<file path="config.mk">
export PLATFORM = sky130hd
export DESIGN_NAME = rom_fetch_top
export DESIGN_NICKNAME = d
export VERILOG_FILES = /design/src/rtl/rom_pkg.sv /design/src/rtl/rom_fetch_top.sv /design/src/rtl/rom_read_arbiter.sv /design/src/rtl/rom_addr_map.sv
export VERILOG_INCLUDE_DIRS = /design/src /design/src/include
export SDC_FILE = /design/constraint.sdc
export NUM_CORES = 1
export LEC_CHECK = 0
export BUFFER_PORTS_ARGS = -buffer_cell sky130_fd_sc_hd__buf_4
export CAP_MARGIN = 10
export CORE_AREA = 2 2 92 94
export CTS_CLUSTER_SIZE = 30
export DETAILED_ROUTE_END_ITERATION = 6
export DIE_AREA = 0 0 94 96
export GPL_ROUTABILITY_DRIVEN = 0
export GPL_TIMING_DRIVEN = 0
export PLACE_DENSITY_LB_ADDON = 0.1
export SLEW_MARGIN = 10
export SYNTH_ARGS = -nofsm -noshare
export SYNTH_HDL_FRONTEND = slang
export SYNTH_SLANG_ARGS = --single-unit
</file>
<file path="constraint.sdc">
create_clock -name clk_sys -period 4.35 [get_ports clk_sys]
set_input_delay 0.435 -clock clk_sys [delete_from_list [all_inputs] [get_ports clk_sys]]
set_output_delay 0.435 -clock clk_sys [all_outputs]
set_load 0.005 [all_outputs]
</file>
<file path="src/include/rom_defs.svh">
/* Widths, SDRAM region bases and loader indexes for the shared ROM read port.
   SDRAM addresses are byte addresses with bit 0 always zero for word reads. */

`ifndef ROM_DEFS_SVH
`define ROM_DEFS_SVH

// ==================================================
// Bus widths
// ==================================================
`define ROM_SDRAM_AW 25
`define ROM_SDRAM_DW 64
`define ROM_WORD_W 16
// CPU word address, one bit short of the byte address
`define ROM_CPU_AW 19
`define ROM_FIX_AW 16
`define ROM_BANK_W 2
`define ROM_LOAD_AW 25
`define ROM_LOAD_IW 8

// ==================================================
// SDRAM layout
// ==================================================
// System ROM 0800000~081FFFF
`define ROM_SYS_BASE 25'h0800000
// P2 banks follow P1, one MiB each
`define ROM_P2_BASE_STEP 25'h0100000
// S ROM 0820000~083FFFF
`define ROM_FIX_BASE 25'h0820000
`define ROM_P1B_OFFSET 25'h0080000

// Loader indexes of the regions kept in SDRAM
`define ROM_LIDX_SYS 8'd0
`define ROM_LIDX_P1A 8'd4
`define ROM_LIDX_P1B 8'd5
`define ROM_LIDX_P2 8'd6
`define ROM_LIDX_FIX 8'd8

`endif
</file>
<file path="src/rtl/rom_pkg.sv">
/* Types shared by the ROM read port. Loader index values come from the defs
   header, any index not listed here is treated as a region outside SDRAM. */

`default_nettype none

`include "rom_defs.svh"

package rom_pkg;

	// Region the CPU is reading from
	typedef enum logic [1:0] {
		CPU_P1,
		CPU_P2,
		CPU_SYS
	} cpu_region_e;

	// Owner of the read now running on the SDRAM port
	typedef enum logic [1:0] {
		ARB_IDLE,
		ARB_CPU_RUN,
		ARB_FIX_RUN
	} arb_state_e;

	// Loader index decoded to an SDRAM region
	typedef enum logic [`ROM_LOAD_IW-1:0] {
		LD_SYS   = `ROM_LIDX_SYS,
		LD_P1A   = `ROM_LIDX_P1A,
		LD_P1B   = `ROM_LIDX_P1B,
		LD_P2    = `ROM_LIDX_P2,
		LD_FIX   = `ROM_LIDX_FIX,
		LD_OTHER = 8'hFF
	} load_region_e;

endpackage

`default_nettype wire

</file>
<file path="src/rtl/rom_fetch_top.sv">
/* SDRAM read port shared by CPU program fetch and fix tile fetch, plus the ROM
   loader write path. Clients must follow the four-phase req/ack rule. */

`timescale 1ns/100ps
`default_nettype none

`include "rom_defs.svh"

module rom_fetch_top
	import rom_pkg::*;
(
	input  logic                      clk_sys,
	input  logic                      nBNKB,
	// CPU client
	input  logic                      cpu_req,
	input  cpu_region_e               cpu_region,
	input  logic [`ROM_CPU_AW-1:0]    cpu_addr,
	output logic                      cpu_ack,
	output logic [`ROM_WORD_W-1:0]    cpu_data,
	// Fix client
	input  logic                      fix_req,
	input  logic [`ROM_FIX_AW-1:0]    fix_latch,
	output logic                      fix_ack,
	output logic [`ROM_WORD_W-1:0]    fix_data,
	// P2 bank write
	input  logic                      bank_wr,
	input  logic [`ROM_BANK_W-1:0]    bank_data,
	// ROM loader
	input  logic                      load_active,
	input  logic [`ROM_LOAD_IW-1:0]   load_index,
	input  logic [`ROM_LOAD_AW-1:0]   load_addr,
	input  logic                      load_wr,
	input  logic [`ROM_WORD_W-1:0]    load_data,
	// SDRAM port
	output logic [`ROM_SDRAM_AW-1:0]  sdram_addr,
	output logic [`ROM_WORD_W-1:0]    sdram_din,
	output logic                      sdram_we,
	output logic                      sdram_rd,
	input  logic                      sdram_ready,
	input  logic [`ROM_SDRAM_DW-1:0]  sdram_dout
);

	// Owner of the running read, selects the address source
	arb_state_e arb_state;

	rom_read_arbiter arb_i (
		.clk_sys     (clk_sys),
		.nBNKB       (nBNKB),
		.cpu_req     (cpu_req),
		.fix_req     (fix_req),
		.load_active (load_active),
		.sdram_ready (sdram_ready),
		.sdram_dout  (sdram_dout),
		.cpu_ack     (cpu_ack),
		.fix_ack     (fix_ack),
		.cpu_data    (cpu_data),
		.fix_data    (fix_data),
		.sdram_rd    (sdram_rd),
		.arb_state   (arb_state)
	);

	rom_addr_map map_i (
		.clk_sys     (clk_sys),
		.nBNKB       (nBNKB),
		.arb_state   (arb_state),
		.cpu_region  (cpu_region),
		.cpu_addr    (cpu_addr),
		.fix_latch   (fix_latch),
		.bank_wr     (bank_wr),
		.bank_data   (bank_data),
		.load_active (load_active),
		.load_index  (load_index),
		.load_addr   (load_addr),
		.load_wr     (load_wr),
		.load_data   (load_data),
		.sdram_addr  (sdram_addr),
		.sdram_din   (sdram_din),
		.sdram_we    (sdram_we)
	);

endmodule

`default_nettype wire

</file>
<file path="src/rtl/rom_read_arbiter.sv">
/* Shares one SDRAM read port between CPU and fix fetcher with req/ack handshakes.
   Assumes ready drops the cycle after a read and rises again with data valid. */

`timescale 1ns/100ps
`default_nettype none

`include "rom_defs.svh"

module rom_read_arbiter
	import rom_pkg::*;
(
	input  logic                      clk_sys,
	input  logic                      nBNKB,
	input  logic                      cpu_req,
	input  logic                      fix_req,
	input  logic                      load_active,
	input  logic                      sdram_ready,
	input  logic [`ROM_SDRAM_DW-1:0]  sdram_dout,
	output logic                      cpu_ack,
	output logic                      fix_ack,
	output logic [`ROM_WORD_W-1:0]    cpu_data,
	output logic [`ROM_WORD_W-1:0]    fix_data,
	output logic                      sdram_rd,
	output arb_state_e                arb_state
);

	logic [1:0] cpu_req_sr;
	logic [1:0] fix_req_sr;
	logic [1:0] ready_sr;
	logic       cpu_pend;
	logic       fix_pend;
	logic       rd_pulse;
	logic       want_cpu;
	logic       want_fix;
	logic       port_free;
	logic       rd_abort;
	logic       rd_done;

	// Requests seen as registered rising edges
	assign want_cpu = cpu_pend | (cpu_req_sr == 2'b01);
	assign want_fix = fix_pend | (fix_req_sr == 2'b01);
	// Port is free once idle, ready, not loading and no ack still up
	assign port_free = (arb_state == ARB_IDLE) & sdram_ready & ~rd_pulse
		& ~load_active & ~cpu_ack & ~fix_ack;
	// Loader took the port in the pulse cycle, so the read never left
	assign rd_abort = rd_pulse & load_active;
	assign rd_done = (ready_sr == 2'b01) & ~rd_pulse & (arb_state != ARB_IDLE);
	assign sdram_rd = rd_pulse & ~load_active;

	// ==================================================
	// Issue, completion and handshake control
	// ==================================================
	always_ff @(posedge clk_sys or negedge nBNKB)
	begin
		if (!nBNKB)
		begin
			cpu_req_sr <= 2'b00;
			fix_req_sr <= 2'b00;
			ready_sr <= 2'b00;
			cpu_pend <= 1'b0;
			fix_pend <= 1'b0;
			rd_pulse <= 1'b0;
			cpu_ack <= 1'b0;
			fix_ack <= 1'b0;
			arb_state <= ARB_IDLE;
		end
		else
		begin
			cpu_req_sr <= {cpu_req_sr[0], cpu_req};
			fix_req_sr <= {fix_req_sr[0], fix_req};
			ready_sr <= {ready_sr[0], sdram_ready};
			rd_pulse <= 1'b0;
			cpu_pend <= want_cpu;
			fix_pend <= want_fix;
			// Fix fetch wins a tie
			if (port_free && want_fix)
			begin
				fix_pend <= 1'b0;
				rd_pulse <= 1'b1;
				arb_state <= ARB_FIX_RUN;
			end
			else if (port_free && want_cpu)
			begin
				cpu_pend <= 1'b0;
				rd_pulse <= 1'b1;
				arb_state <= ARB_CPU_RUN;
			end
			// Put the owner back in line
			if (rd_abort)
			begin
				arb_state <= ARB_IDLE;
				if (arb_state == ARB_CPU_RUN)
					cpu_pend <= 1'b1;
				else
					fix_pend <= 1'b1;
			end
			if (rd_done)
			begin
				arb_state <= ARB_IDLE;
				if (arb_state == ARB_CPU_RUN)
					cpu_ack <= 1'b1;
				else
					fix_ack <= 1'b1;
			end
			// Ack drops once the registered req is low
			if (!cpu_req_sr[0])
				cpu_ack <= 1'b0;
			if (!fix_req_sr[0])
				fix_ack <= 1'b0;
		end
	end

	// Upper word of the SDRAM burst goes to the owner
	always_ff @(posedge clk_sys)
	begin
		if (rd_done && arb_state == ARB_CPU_RUN)
			cpu_data <= sdram_dout[`ROM_SDRAM_DW-1 -: `ROM_WORD_W];
		if (rd_done && arb_state == ARB_FIX_RUN)
			fix_data <= sdram_dout[`ROM_SDRAM_DW-1 -: `ROM_WORD_W];
	end

	// ==================================================
	// Protocol checks
	// ==================================================
	// Reads only start on an idle memory
	a_rd_legal: assert property (@(posedge clk_sys) disable iff (!nBNKB)
		sdram_rd |-> sdram_ready);
	a_one_ack: assert property (@(posedge clk_sys) disable iff (!nBNKB)
		!(cpu_ack && fix_ack));
	// Ack holds while its req is still up
	a_cpu_ack_hold: assert property (@(posedge clk_sys) disable iff (!nBNKB)
		cpu_ack && cpu_req |=> cpu_ack);
	a_fix_ack_hold: assert property (@(posedge clk_sys) disable iff (!nBNKB)
		fix_ack && fix_req |=> fix_ack);

endmodule

`default_nettype wire

</file>
<file path="src/rtl/rom_addr_map.sv">
/* Combinational SDRAM address, write data and write enable for the shared port.
   The loader overrides the read path; only the P2 bank is registered. */

`timescale 1ns/100ps
`default_nettype none

`include "rom_defs.svh"

module rom_addr_map
	import rom_pkg::*;
(
	input  logic                      clk_sys,
	input  logic                      nBNKB,
	input  arb_state_e                arb_state,
	input  cpu_region_e               cpu_region,
	input  logic [`ROM_CPU_AW-1:0]    cpu_addr,
	input  logic [`ROM_FIX_AW-1:0]    fix_latch,
	input  logic                      bank_wr,
	input  logic [`ROM_BANK_W-1:0]    bank_data,
	input  logic                      load_active,
	input  logic [`ROM_LOAD_IW-1:0]   load_index,
	input  logic [`ROM_LOAD_AW-1:0]   load_addr,
	input  logic                      load_wr,
	input  logic [`ROM_WORD_W-1:0]    load_data,
	output logic [`ROM_SDRAM_AW-1:0]  sdram_addr,
	output logic [`ROM_WORD_W-1:0]    sdram_din,
	output logic                      sdram_we
);

	logic [`ROM_BANK_W-1:0]   p2_bank;
	logic [`ROM_BANK_W:0]     p2_slot;
	logic [`ROM_SDRAM_AW-1:0] cpu_byte;
	logic [`ROM_SDRAM_AW-1:0] load_offset;
	logic [`ROM_FIX_AW-1:0]   fix_word;
	load_region_e             load_region;

	// P2 bank register loaded by each bank_wr pulse
	always_ff @(posedge clk_sys or negedge nBNKB)
	begin
		if (!nBNKB)
			p2_bank <= '0;
		else if (bank_wr)
			p2_bank <= bank_data;
	end

	// Bank 0 sits right after P1
	assign p2_slot = {1'b0, p2_bank} + 1'b1;
	assign cpu_byte = {{(`ROM_SDRAM_AW-`ROM_CPU_AW-1){1'b0}}, cpu_addr, 1'b0};
	// Latch bit 3 picks the tile half and lands inverted at the word LSB
	assign fix_word = {fix_latch[15:4], fix_latch[2:0], ~fix_latch[3]};

	// ==================================================
	// Loader region decode
	// ==================================================
	always_comb
	begin
		case (load_index)
			`ROM_LIDX_SYS: load_region = LD_SYS;
			`ROM_LIDX_P1A: load_region = LD_P1A;
			`ROM_LIDX_P1B: load_region = LD_P1B;
			`ROM_LIDX_P2:  load_region = LD_P2;
			`ROM_LIDX_FIX: load_region = LD_FIX;
			default:       load_region = LD_OTHER;
		endcase
	end

	always_comb
	begin
		case (load_region)
			LD_SYS:  load_offset = `ROM_SYS_BASE;
			LD_P1B:  load_offset = `ROM_P1B_OFFSET;
			LD_P2:   load_offset = `ROM_P2_BASE_STEP;
			LD_FIX:  load_offset = `ROM_FIX_BASE;
			default: load_offset = '0;
		endcase
	end

	// Regions outside SDRAM never write
	assign sdram_we = (load_active && load_region != LD_OTHER) ? load_wr : 1'b0;
	assign sdram_din = load_active ? load_data : '0;

	// ==================================================
	// Read address of the running client
	// ==================================================
	always_comb
	begin
		sdram_addr = '0;
		if (load_active)
			sdram_addr = load_addr + load_offset;
		else if (arb_state == ARB_CPU_RUN)
		begin
			case (cpu_region)
				// System ROM is 128k so upper CPU bits are ignored
				CPU_SYS: sdram_addr = `ROM_SYS_BASE + {cpu_addr[15:0], 1'b0};
				CPU_P2:  sdram_addr = `ROM_SDRAM_AW'(p2_slot) * `ROM_P2_BASE_STEP + cpu_byte;
				default: sdram_addr = cpu_byte;
			endcase
		end
		else if (arb_state == ARB_FIX_RUN)
			sdram_addr = `ROM_FIX_BASE + {fix_word, 1'b0};
	end

	// Loader writes land on whole words
	a_we_aligned: assert property (@(posedge clk_sys) disable iff (!nBNKB)
		sdram_we |-> !sdram_addr[0]);

endmodule

`default_nettype wire

</file>
Word-level counts from Yosys, hierarchy flattened
Index checks and enable logic that the tools add are counted.
{ "op_classes": {"addsub": 5, "n_eq_ne": 19, "n_mux": 27, "bitwise_logic": 16, "reduce_logical": 12} }
{ "ops": {"columns": ["operator", "n"], "rows": [
  ["$pmux 24 s4", 1],
  ["$mux 25", 3],
  ["$add 24x17->25 const A", 2],
  ["$pmux 25 s2", 1],
  ["$eq 8x3->1 const B", 5],
  ["$pmux 8 s5", 1],
  ["$add 25x24->25", 1],
  ["$add 23x20->24", 1],
  ["$eq 8x4->1 const B", 2],
  ["$logic_not 8->1", 2],
  ["$mux 1", 16],
  ["$mux 16", 1],
  ["$eq 2x1->1 const B", 5],
  ["$and 1x1->1", 9],
  ["$mux 2", 4],
  ["$ne 2x2->1 const B", 4],
  ["$ne 8x8->1 const B", 1],
  ["$logic_and 1x1->1", 5],
  ["$not 1->1", 5],
  ["$eq 2x2->1 const B", 2],
  ["$reduce_and 2->1", 2],
  ["$reduce_bool 4->1", 1],
  ["$add 2x1->3 const B", 1],
  ["$logic_not 2->1", 1],
  ["2 further kinds", 3]
]} }
{ "totals": {"register_bits": 47, "elab_cells": 91} }

Longest topological paths before layout
{ "depth": {"word_depth": 11, "ltp_mapped": 9} }

By module
From an unflattened synthesis, not the netlist that was laid out.
{ "hier_totals": {"cells_unflattened": 219, "area_unflattened_um2": 2436.1} }
{ "by_module_without_submodules": {"columns": ["mod", "n_inst", "cells_per_inst", "area_each_um2", "seq_area_each_um2"], "rows": [
  ["rom_read_arbiter", 1, 75, 1500.2, 1286.2],
  ["rom_addr_map", 1, 144, 935.9, 50.0]
]} }

Worst setup path after synthesis
OpenSTA, ideal clock, no wires.
{ "synth_path": {"path_type": "input to output", "startpoint": "in load_index[5]", "endpoint": "out sdram_addr[22]", "arrival_time_ns": 2.163, "t_required_ns": 3.915, "path_slack_ns": 1.752, "cell_stages": 7, "cell_sequence": "or4_4 -> nor4b_2 -> ha_1 -> a21oi_1 -> a21boi_0 -> xor2_1 -> a22o_1"} }
{ "synth_via": {"elab_chain_len": 6} }
{ "synth_lines": {"columns": ["element", "line", "source"], "rows": [
  ["start, declared", "rom_fetch_top.sv:30", "input logic [`ROM_LOAD_IW-1:0] load_index,"],
  ["$eq 8x4->1 (tied with other cells)", "rom_addr_map.sv:57", "case (load_index)"],
  ["$pmux 8 s5 *", "rom_addr_map.sv:57", null],
  ["$eq 8x4->1 (tied with other cells)", "rom_addr_map.sv:69", "case (load_region)"],
  ["$pmux 24 s4 *", "rom_addr_map.sv:69", null],
  ["$add 25x24->25 *", "rom_addr_map.sv:89", "sdram_addr = load_addr + load_offset;"],
  ["$mux 25 *", "rom_addr_map.sv:88", "if (load_active)"],
  ["end, declared", "rom_fetch_top.sv:35", "output logic [`ROM_SDRAM_AW-1:0] sdram_addr,"]
]} }
Every way passes the cells marked *; elsewhere a longest branch is shown, timed or not.

Final worst setup path
Ends and elaborated chain as after synthesis.

==> impl_metrics.tcl <==
set metrics [dict create \
    outcome "completed" \
    antenna_left 0 \
    cp-end-kind "output port" \
    rrSetupSlack_ns 2.23 \
    combPwrFrac_pct 34.4 \
    ioPinCount 237 \
    syn-cell-area_sq_um 2400 \
    synth-seq-cells 47 \
    synthArstFlopShare_pct 31.9 \
    port_buffers 188 \
    cts_buffers 5 \
    setup_violations 0 \
    seqPwrFrac_pct 42.1 \
    drtPass1Iterations 4 \
    root_buffer "clkbuf_8" \
    placed_area_sq_um 3960 \
    final_common_cell "buf_4" \
    clockPowerShare_pct 23.5 \
    grt_pass1_wl_microns 10200 \
    syn-num-nets 385 \
    num_rows 33 \
    whs_path_depth 1 \
    criticalPathCategory "primary input to output port" \
    drcViolationCount 0 \
    cp_cell_sequence "buf_4, or4_4, nor4b_2, ha_1, a21oi_1, a21boi_0, xor2_1, a22o_1, buf_4" \
    r2r-start "arb_i.arb_state[1]$_DFFE_PN0P_" \
    layout_common_cells "buf_4 (190), edfxtp_1 (32), nand2_1 (26)" \
    synth_edf_count 32 \
    place_hpwl_microns 5810 \
    synthCells 217 \
    reg2reg_depth 4 \
    grt_max_degree 17 \
    grt_antenna_before_repair 0 \
    drive_above_1_share_pct 50.8 \
    timing.hold.ws_ns 0.245 \
    vias_per_cell 4.57 \
    skew_ns 0.00691 \
    grtUsageTotal_pct 14.7 \
    slew_headroom_pct 46.1 \
    area_growth_pct 69.8 \
    chipHeight_microns 96 \
    tightestPinTransition_ns 0.809 \
    hold_viol 0 \
    cts.clk_slew.worst_paths_ns 0.08 \
    switching_power_mw 0.370 \
    cell_internal_pwr_mw 0.947 \
    regToRegEndpoint "arb_i.fix_data[4]$_DFFE_PP_" \
    drv_cap 0 \
    cts_tree "done" \
    initial_utilization_pct 29.8 \
    clkLatencyLatePin_ns 0.29 \
    crit_arrival_ns 2.52 \
    drt_iter0_markers 92 \
    total_power_mw 1.32 \
    dr_total_vias 2378 \
    die_w_microns 94 \
    hold_class "primary input to flop" \
    wirelength_microns 7170 \
    wire_per_inst_microns 13.8 \
    crit_path_top_delay_cell "or4_4" \
    period_share_pct 67.8 \
    dieArea_sq_um 9020 \
    powerDensity_nw_per_um2 323 \
    ys_seq_area_share_pct 55.7 \
    fillCellCount 769 \
    fin_nets 582 \
    synth_cell_types 39 \
    hold_start "fix_req" \
    ys.warnings.count 0 \
    rsz0062_at_grt "no" \
    cts_max_level 2 \
    clock_path_buffers 2 \
    crit_fanout 5 \
    setup-tns-final_ns 0 \
    fin_area_sq_um 4080 \
    synth_flop_cell "edfxtp_1" \
    p_sw_share_pct 28.1 \
    irDropWorstVdd_mv 0.131 \
    finalWorstPathRequiredPeriod_ns 2.95 \
    p_leak_nw 1.90 \
    final_max_slew_viol_count 0 \
    cpPeakStageDelay_ns 0.57 \
    antenna-diode-count 0 \
    grt-ovfl-total 0 \
    cp-start-kind "primary input" \
    core-area_sq_um 8050 \
    max_freq_ghz 0.339 \
    hold_end "arb_i.fix_req_sr[0]$_DFF_PN0_" \
    required_ns 3.91 \
    critical_path.most_common_cell "buf_4" \
    syn_area_per_cell_sq_um 11.1 \
    first_global_vias 2152 \
    cts.sinks 47 \
]
-- Yosys cell counts, types with 2 or more instances --
library cell | n | share of area, %
and3_1 | 2 | 0.52
edfxtp_1 | 32 | 40
nand2b_1 | 2 | 0.52
o21ba_2 | 2 | 0.83
a22oi_1 | 16 | 5.0
and2_1 | 18 | 4.7
inv_1 | 7 | 1.1
buf_4 | 2 | 0.63
o21ai_0 | 16 | 3.3
nand2_1 | 26 | 4.1
nor2b_1 | 5 | 1.3
a21oi_1 | 7 | 1.5
xor2_1 | 3 | 1.1
nor2_1 | 9 | 1.4
a22o_1 | 3 | 1.1
ha_1 | 8 | 4.2
xnor2_1 | 2 | 0.73
nand3_1 | 3 | 0.63
dfrtp_1 | 15 | 16
a31oi_1 | 2 | 0.52
clkbuf_1 | 5 | 0.78
a21boi_0 | 2 | 0.63
o21ai_1 | 7 | 1.5
nor4b_2 | 2 | 1.3
buf_2 | 3 | 0.63
nor3_1 | 2 | 0.42
a21o_1 | 4 | 1.3
-- cells by family (layout without fill, tap and decap cells) --
family	Yosys count	after routing	synth area share, %
buf+inv	18	216	3.28
simple gates	74	74	17.4
xor+xnor	5	5	1.82
compound gates	64	64	17.2
fa+ha+maj	8	8	4.17
mux	1	1	0.469
flops	47	47	55.7
-- layer usage --
layer	track usage, %	routed length [microns]	vias to the layer above
li1	-	-	1181
met3	3.21	506	8
met2	25.1	3700	103
met4	4.35	72	0
met5	0	0	-
met1	18.7	2900	1086
-- state kept, by name, indices dropped and copies added, names as in the netlist --
signal	cells
arb_i.fix_ack	1
arb_i.fix_pend	1
arb_i.arb_state	2
arb_i.cpu_ack	1
arb_i.fix_data	16
arb_i.rd_pulse	1
arb_i.fix_req_sr	2
arb_i.ready_sr	2
arb_i.cpu_pend	1
arb_i.cpu_data	16
arb_i.cpu_req_sr	2
map_i.p2_bank	2
-- worst max-delay path by stage --
stage / from / end / slack, ns / depth (start not counted)
final: load_index[5] / sdram_addr[22] / 1.40 / 9
after global routing: load_index[5] / sdram_addr[22] / 1.25 / 9
after CTS: load_index[5] / sdram_addr[22] / 1.41 / 9
after detailed placement: load_index[5] / sdram_addr[23] / 1.42 / 11
after global placement: load_index[5] / sdram_addr[22] / 1.40 / 9
after floorplan: load_index[5] / sdram_addr[22] / 1.75 / 7
-- worst max-delay path, delay by kind of cell --
family / cells / cell delay, ns
adders and majority gates: 1 / 0.32
buffers and inverters: 2 / 0.25
AOI/OAI and AO/OA: 3 / 0.51
xor gates and xnor gates: 1 / 0.15
and+or+nand+nor: 2 / 0.84
-- power by group through the flow --
stage / Clock (mW) / Combinational, mW / Sequential [mW]
after floorplan: 0 / 0.210 / 0.562
after global placement: 0 / 0.449 / 0.564
after detailed placement: 0 / 0.456 / 0.566
after CTS: 0.319 / 0.458 / 0.556
after global routing: 0.340 / 0.504 / 0.561
final: 0.310 / 0.453 / 0.555
-- stage by stage --
step	setup slack, ns	instances	util (%)
after global routing	1.25	520	50.6
final	1.40	520	50.6
after floorplan	1.75	217	-
after detailed placement	1.42	511	49.2
after global placement	1.40	510	49.0
after CTS	1.41	520	50.6
-- repair_timing --
| action | in CTS | in global routing |
|---|---|---|
| endpoints found under the setup margin | 0 | 0 |
| hold buffers | 1 | 0 |
| gates resized for setup | 0 | 0 |
| setup buffers | 0 | 0 |
| endpoints found under the hold margin | 15 | 0 |
-- area by class of cell --
class | count | area, sq um | share of cell area [%]
Timing Repair Buffer | 190 | 1430 | 35.1
Sequential cell | 47 | 1340 | 32.8
Multi-Input combinational cell | 152 | 988 | 24.2
Tap cell | 105 | 131 | 3.22
Clock buffer | 6 | 72.6 | 1.78
Buffer | 11 | 52.6 | 1.29
Clock inverter | 2 | 37.5 | 0.921
Inverter | 7 | 26.3 | 0.644
Note: power is estimated with default switching activity, not from simulation.
